$ cat config.mk
export PLATFORM = sky130hd
export DESIGN_NAME = host_interface_flat
export DESIGN_NICKNAME = d
export VERILOG_FILES = /design/src/logic/gpu_pkg.sv /design/src/logic/ram_port_if.sv /design/src/logic/host_interface.sv /design/src/flat_wrapper.sv
export SDC_FILE = /design/constraint.sdc
export NUM_CORES = 1
export LEC_CHECK = 0
export BUFFER_PORTS_ARGS = -buffer_cell sky130_fd_sc_hd__buf_4
export CORE_MARGIN = 1
export CORE_UTILIZATION = 45
export CTS_BUF_LIST = sky130_fd_sc_hd__clkbuf_2
export DETAILED_ROUTE_END_ITERATION = 7
export PLACE_DENSITY = 0.76
export SETUP_SLACK_MARGIN = 0.1
export SLEW_MARGIN = 30
export SYNTH_ARGS = -nofsm -noshare
export SYNTH_HDL_FRONTEND = slang
export SYNTH_SLANG_ARGS = --single-unit
export TNS_END_PERCENT = 10
$ cat constraint.sdc
create_clock -name clock -period 4.2 [get_ports clock]
set_input_delay 0.63 -clock clock [delete_from_list [all_inputs] [get_ports clock]]
set_output_delay 0.63 -clock clock [all_outputs]
set_load 0.03 [all_outputs]
$ cat src/logic/gpu_pkg.sv
package gpu_pkg;

    localparam int WORD_WIDTH = 32;

    // Host command word layout
    localparam int CMD_TOGGLE_BIT    = 31;
    localparam int CMD_CODE_MSB      = 30;
    localparam int CMD_CODE_LSB      = 28;
    localparam int CMD_PAYLOAD_WIDTH = 16;

    // Host command codes
    localparam logic [2:0] CMD_SET_ADDR   = 3'd0;
    localparam logic [2:0] CMD_SET_LOW    = 3'd1;
    localparam logic [2:0] CMD_SET_HIGH   = 3'd2;
    localparam logic [2:0] CMD_WRITE_INST = 3'd3;
    localparam logic [2:0] CMD_WRITE_DATA = 3'd4;
    localparam logic [2:0] CMD_READ_INST  = 3'd5;
    localparam logic [2:0] CMD_READ_DATA  = 3'd6;
    localparam logic [2:0] CMD_CONTROL    = 3'd7;

    // Register form
    localparam logic [3:0] OP_ADD  = 4'h0;
    localparam logic [3:0] OP_SUB  = 4'h1;
    localparam logic [3:0] OP_AND  = 4'h2;
    localparam logic [3:0] OP_OR   = 4'h3;
    localparam logic [3:0] OP_XOR  = 4'h4;
    // Immediate form
    localparam logic [3:0] OP_ADDI = 4'h5;
    localparam logic [3:0] OP_LW   = 4'h6;
    localparam logic [3:0] OP_SW   = 4'h7;
    localparam logic [3:0] OP_BNE  = 4'h8;
    // Codes 9 to 14 are undefined
    localparam logic [3:0] OP_HALT = 4'hf;

    // One instruction word, two views
    typedef union packed {
        struct packed {
            logic [3:0]  opcode;
            logic [2:0]  rd;
            logic [2:0]  rs1;
            logic [2:0]  rs2;
            logic [18:0] unused;
        } r;
        struct packed {
            logic [3:0]         opcode;
            logic [2:0]         rd;
            logic [2:0]         rs1;
            logic [5:0]         unused;
            logic signed [15:0] imm;
        } i;
    } instr_t;

endpackage

$ cat src/logic/ram_port_if.sv
`timescale 1ns/10ps

interface ram_port_if #(
    parameter int RAM_ADDR_WIDTH = 10
);
    import gpu_pkg::*;

    logic [RAM_ADDR_WIDTH-1:0] address;
    logic                      write;
    logic [WORD_WIDTH-1:0]     write_data;
    logic [WORD_WIDTH-1:0]     read_data;

    modport requester (
        output address,
        output write,
        output write_data,
        input  read_data
    );

    modport memory (
        input  address,
        input  write,
        input  write_data,
        output read_data
    );

endinterface

$ cat src/logic/host_interface.sv
`timescale 1ns/10ps

module host_interface #(
    parameter int RAM_ADDR_WIDTH = 10
) (
    input  logic                           clock,
    input  logic                           arst_n,
    input  logic [gpu_pkg::WORD_WIDTH-1:0] h2f_value,
    output logic [gpu_pkg::WORD_WIDTH-1:0] f2h_value,
    output logic                           run,
    ram_port_if.requester                  inst_port,
    ram_port_if.requester                  data_port
);
    import gpu_pkg::*;

    logic                         last_toggle;
    logic                         accept;
    logic                         take;
    logic                         is_write;
    logic                         is_read;
    logic [2:0]                   code;
    logic [CMD_PAYLOAD_WIDTH-1:0] payload;
    logic [RAM_ADDR_WIDTH-1:0]    addr_reg;
    logic [WORD_WIDTH-1:0]        data_reg;
    logic                         ctrl_pending;
    logic                         ctrl_run;
    logic                         read_issue;
    logic                         read_issue_inst;
    logic [RAM_ADDR_WIDTH-1:0]    port_addr;
    logic [WORD_WIDTH-1:0]        port_wdata;
    logic                         inst_write;
    logic                         data_write;
    logic [1:0]                   read_pipe;
    logic [1:0]                   read_pipe_inst;

    // New command whenever the toggle bit flips
    assign accept  = h2f_value[CMD_TOGGLE_BIT] != last_toggle;
    assign code    = h2f_value[CMD_CODE_MSB:CMD_CODE_LSB];
    assign payload = h2f_value[CMD_PAYLOAD_WIDTH-1:0];

    // Only CONTROL gets through while the core runs
    assign take     = accept && !run;
    assign is_write = code == CMD_WRITE_INST || code == CMD_WRITE_DATA;
    assign is_read  = code == CMD_READ_INST || code == CMD_READ_DATA;

    always_ff @(posedge clock or negedge arst_n) begin
        if (!arst_n) begin
            last_toggle     <= 1'b0;
            run             <= 1'b0;
            ctrl_pending    <= 1'b0;
            ctrl_run        <= 1'b0;
            addr_reg        <= '0;
            inst_write      <= 1'b0;
            data_write      <= 1'b0;
            read_issue      <= 1'b0;
            read_issue_inst <= 1'b0;
        end else begin
            inst_write   <= take && code == CMD_WRITE_INST;
            data_write   <= take && code == CMD_WRITE_DATA;
            read_issue   <= take && is_read;
            ctrl_pending <= accept && code == CMD_CONTROL;
            if (accept) begin
                last_toggle <= h2f_value[CMD_TOGGLE_BIT];
                ctrl_run    <= payload[0];
            end
            if (take) begin
                read_issue_inst <= code == CMD_READ_INST;
            end
            // Run follows one cycle behind the accepted CONTROL
            if (ctrl_pending) begin
                run <= ctrl_run;
            end
            // Writes step the address at once, reads when they are issued
            if (take && code == CMD_SET_ADDR) begin
                addr_reg <= payload[RAM_ADDR_WIDTH-1:0];
            end else if ((take && is_write) || read_issue) begin
                addr_reg <= addr_reg + 1'b1;
            end
        end
    end

    always_ff @(posedge clock) begin
        if (take && code == CMD_SET_LOW) begin
            data_reg[CMD_PAYLOAD_WIDTH-1:0] <= payload;
        end
        if (take && code == CMD_SET_HIGH) begin
            data_reg[WORD_WIDTH-1:CMD_PAYLOAD_WIDTH] <= payload;
        end
        if (take && is_write) begin
            port_addr  <= addr_reg;
            port_wdata <= data_reg;
        end else if (read_issue) begin
            port_addr <= addr_reg;
        end
    end

    // Two stages follow a read through the RAM, the second one lands the word
    always_ff @(posedge clock or negedge arst_n) begin
        if (!arst_n) begin
            read_pipe      <= '0;
            read_pipe_inst <= '0;
            f2h_value      <= '0;
        end else begin
            read_pipe      <= {read_pipe[0], read_issue};
            read_pipe_inst <= {read_pipe_inst[0], read_issue_inst};
            if (read_pipe[1]) begin
                f2h_value <= read_pipe_inst[1] ? inst_port.read_data : data_port.read_data;
            end
        end
    end

    // Both ports share address and data, strobes are separate
    assign inst_port.address    = port_addr;
    assign inst_port.write      = inst_write;
    assign inst_port.write_data = port_wdata;
    assign data_port.address    = port_addr;
    assign data_port.write      = data_write;
    assign data_port.write_data = port_wdata;

endmodule

$ cat src/flat_wrapper.sv
// flat-port wrapper written by rule: the top's interface ports become plain ports
module host_interface_flat import gpu_pkg::*;
#(
    parameter int RAM_ADDR_WIDTH = 10
)
  (clock, arst_n, h2f_value, f2h_value, run, inst_port_address, inst_port_write, inst_port_write_data, inst_port_read_data, data_port_address, data_port_write, data_port_write_data, data_port_read_data);
  ram_port_if #(.RAM_ADDR_WIDTH(RAM_ADDR_WIDTH)) inst_port_i ();
  ram_port_if #(.RAM_ADDR_WIDTH(RAM_ADDR_WIDTH)) data_port_i ();
  input  logic clock;
  input  logic arst_n;
  input  logic [gpu_pkg::WORD_WIDTH-1:0] h2f_value;
  output logic [gpu_pkg::WORD_WIDTH-1:0] f2h_value;
  output logic run;
  output wire logic [$bits(inst_port_i.address)-1:0] inst_port_address;
  output wire logic [$bits(inst_port_i.write)-1:0] inst_port_write;
  output wire logic [$bits(inst_port_i.write_data)-1:0] inst_port_write_data;
  input wire logic [$bits(inst_port_i.read_data)-1:0] inst_port_read_data;
  output wire logic [$bits(data_port_i.address)-1:0] data_port_address;
  output wire logic [$bits(data_port_i.write)-1:0] data_port_write;
  output wire logic [$bits(data_port_i.write_data)-1:0] data_port_write_data;
  input wire logic [$bits(data_port_i.read_data)-1:0] data_port_read_data;
  assign inst_port_address = inst_port_i.address;
  assign inst_port_write = inst_port_i.write;
  assign inst_port_write_data = inst_port_i.write_data;
  assign inst_port_i.read_data = inst_port_read_data;
  assign data_port_address = data_port_i.address;
  assign data_port_write = data_port_i.write;
  assign data_port_write_data = data_port_i.write_data;
  assign data_port_i.read_data = data_port_read_data;
  host_interface #(.RAM_ADDR_WIDTH(RAM_ADDR_WIDTH)) u_core (.clock(clock), .arst_n(arst_n), .h2f_value(h2f_value), .f2h_value(f2h_value), .run(run), .inst_port(inst_port_i), .data_port(data_port_i));
endmodule
==> qor_table.md <==
| Item | Reported | Unit |
| --- | --- | --- |
| Status | complete, no violations | - |
| Number of hold violations in the final report | 0 | - |
| PD cells | 585.4 | nW/µm² |
| DIE WIDTH | 107.6 | µm |
| Gate count after technology mapping | 352 | - |
| Data required, critical path | 4.70 | ns |
| Maximum operating frequency | 486.3 | MHz |
| Final Critical Period | 2.056 | ns |
| Total CTS buffers | 17 | - |
| Initial antenna violation count | 0 | - |
| Starting DRT DRC Count | 213 | - |
| Leakage component of the power | 2.813 | nW |
| Total number of yosys warnings | 0 | - |
| Most common cell in the netlist | sky130_fd_sc_hd__edfxtp_1 | - |
| Worst slew pin tran | 0.8979 | ns |
| DR pass1 iterations | 5 | - |
| Type of the setup path with the least slack | reg -> reg | - |
| EDFF count, synth | 74 | - |
| Library cell with the largest summed area after synthesis | sky130_fd_sc_hd__edfxtp_1 | - |
| Crit path max-delay family | XOR/XNOR gates | - |
| Final standard cell count with taps included and fillers excluded | 674 | - |
| Setup total negative slack | 0 | ns |
| Port bufs | 204 | - |
| Largest stage delay on the critical path | 0.42 | ns |
| Clock-pin slew on the worst setup and hold paths | 0.20 | ns |
| DRC | 0 | - |
| Async set-reset flop share out of synthesis | 0.4219 | - |
| Cell Count Post-Placement | 641 | - |
| Layout Area Growth over Synthesis | 33.14 | % |
| Vias in the first global route | 3133 | - |
| Post-synthesis area per instance | 14.24 | µm² |
| Hold/Removal Path Class | in -> reg | - |
| Fraction of layout instances using a drive strength above 1 | 0.4719 | - |
| Skew-Pair Late Insertion Delay | 0.64 | ns |
| Power Total | 3.908 | mW |
| Clock skew | 0.03253 | ns |
| Headroom to the max-slew limit | 0.4014 | - |
| Routed wire length per instance | 15.03 | µm |
| Data arrival, critical path | 2.56 | ns |
| Antenna fix cells | 0 | - |
| Kind of capture point of the worst setup path | register | - |
| Die H | 107.6 | µm |
| Overall routing resource usage | 0.1804 | - |
| Fraction of the cycle the final worst path needs | 0.4896 | - |
| Maximum number of pins on one net before global-route repair | 65 | - |
| Total number of vias | 3257 | - |
| Core area | 10840 | µm² |
| Area enclosed by the die boundary | 11570 | µm² |
| Register area share after synthesis | 0.7128 | - |
| Unique masters post-synth | 33 | - |
| Flip-flop cell with the highest count after synthesis | sky130_fd_sc_hd__edfxtp_1 | - |
| Worst path slowest cell | sky130_fd_sc_hd__dfrtp_1 | - |
| Synthesized netlist net count | 451 | - |
| Via count normalized by instance count | 4.832 | - |
| H-tree levels | 4 | - |
| Hold-fix buffer count after cts | 1 | - |
| Critical path launch point type | register | - |
| Congestion Overflow GR | 0 | - |
| Slack of the critical path | 2.144 | ns |
| Clk buf depth | 2 | - |
| FF-to-FF setup slack | 2.14 | ns |
| Detailed Route WL | 10130 | µm |
| Number of nets in the final layout | 620 | - |
| Clock root cell | sky130_fd_sc_hd__clkbuf_2 | - |
| Boundary Pins | 217 | - |
| Placement Rows | 38 | - |
| Dominant cells by area after synthesis | sky130_fd_sc_hd__edfxtp_1 44%, sky130_fd_sc_hd__dfrtp_1 27%, sky130_fd_sc_hd__mux2i_1 6.4% | - |
| Count of state elements after synthesis | 128 | - |
| Crit-path max FO | 15 | - |
| Post-CTS setup buffers | 0 | - |
| RSZ-0062 raised after global routing | false | - |
| DPL Wire Length | 7311 | µm |
| Max IR drop VDD | 0.3141 | mV |
| Synthesized cell area | 5014 | µm² |
| Commonest cells post-synth | 74 x sky130_fd_sc_hd__edfxtp_1, 54 x sky130_fd_sc_hd__dfrtp_1, 42 x sky130_fd_sc_hd__buf_4, 41 x sky130_fd_sc_hd__nor2_1, 35 x sky130_fd_sc_hd__a21oi_1 | - |
| Clock tree sinks | 128 | - |
| Number of maximum-capacitance violations | 0 | - |
| Starting density of the core | 0.4625 | - |
| Critical path buffer and inverter count | 1 | - |
| Number of nets with antenna violations after routing | 0 | - |
| Area share of the largest cell type after synthesis | 0.4432 | - |
| Cells along the critical path | xnor2_1 > nor2_1 > a21oi_2 > inv_2 > nand4_1 > xor2_1 > a21oi_1 | - |
| Placer congestion estimate | 0.7937 | - |
| Setup Slack @ Placement | 1.778 | ns |
| Clock tree from TritonCTS | yes | - |
| Slew Limit Fails | 0 | - |
| First-pass GRT wire length | 15460 | µm |
| Post-CTS resize count | 0 | - |
| Final count of negative-setup-slack endpoints | 0 | - |
## power breakdown
part	internal, mW	switching, mW	leakage [nW]
combinational	0.477	0.727	1.35
sequential	1.60	0.218	1.29
clock	0.408	0.478	0.176
## cell type report
type                    instances  area (µm²)
fillers                       848        4165
well taps                     140       175.2
repair buffers                208        1564
clock buffers                  18       90.09
flip-flops and latches        128        3578
multi-input cells             165        1061
clock inverters                14       202.7
inverters                       1       3.754
## routing by layer
layer / part of all wire / vias up / wire, µm / GRT usage
met4: 0.0092 / 0 / 93 / 0.06849
met2: 0.54 / 124 / 5443 / 0.2990
li1: - / 1538 / - / -
met5: 0 / - / 0 / 0
met1: 0.41 / 1588 / 4108 / 0.2277
met3: 0.048 / 7 / 484 / 0.04600
## metrics by stage
stage	instance area [µm²]	utilization	hold slack [ns]
after floorplan	5014	-	0.3312
after global placement	6370	0.5876	0.3346
after detailed placement	6370	0.5876	0.3363
after CTS	6673	0.6155	0.04234
after global routing	6675	0.6158	0.001658
final	6675	0.6158	0.1000
## layout by cell type, fill, tap and decap left out, types with 2 or more instances in the layout
master / synthesis / final
sky130_fd_sc_hd__edfxtp_1: 74 / 74
sky130_fd_sc_hd__clkbuf_2: 0 / 18
sky130_fd_sc_hd__clkinv_4: 0 / 2
sky130_fd_sc_hd__nand2_1: 11 / 11
sky130_fd_sc_hd__xor2_1: 5 / 5
sky130_fd_sc_hd__inv_6: 0 / 5
sky130_fd_sc_hd__and3_1: 2 / 2
sky130_fd_sc_hd__nor4b_2: 2 / 2
sky130_fd_sc_hd__o21ai_1: 6 / 6
sky130_fd_sc_hd__nor2_1: 41 / 41
sky130_fd_sc_hd__a21oi_1: 35 / 35
sky130_fd_sc_hd__clkinv_2: 0 / 2
sky130_fd_sc_hd__nand4_1: 5 / 5
sky130_fd_sc_hd__bufinv_16: 0 / 4
sky130_fd_sc_hd__a21oi_2: 2 / 2
sky130_fd_sc_hd__xnor2_1: 6 / 6
sky130_fd_sc_hd__mux2i_1: 32 / 32
sky130_fd_sc_hd__nor3b_2: 0 / 2
sky130_fd_sc_hd__buf_4: 42 / 207
sky130_fd_sc_hd__or3_1: 3 / 3
sky130_fd_sc_hd__dfrtp_1: 54 / 52
## cell families after synthesis
logic type | after synthesis | synth area share
AND/OR/NAND/NOR | 74 | 0.07212
multiplexers | 34 | 0.06838
XOR/XNOR | 11 | 0.01922
AO/OA/AOI/OAI | 45 | 0.04742
flip-flops | 128 | 0.7128
buffers and inverters | 59 | 0.07761
adder cells (fa/ha/maj) | 1 | 0.002495
## path summary, 6_finish.rpt
check,endpoint,depth (start not counted),startpoint
worst min-delay path,u_core.last_toggle,1,h2f_value[31]
worst max-delay path,u_core.addr_reg[6],7,u_core.last_toggle
max in group asynchronous,u_core.read_pipe[1],2,arst_n
worst max register to register,u_core.addr_reg[6],7,u_core.last_toggle
worst min register to register,u_core.read_pipe_inst[1],0,u_core.read_pipe_inst[0]
min in group asynchronous,u_core.f2h_value[17],2,arst_n
No activity file was read; power rests on OpenSTA's default activity.
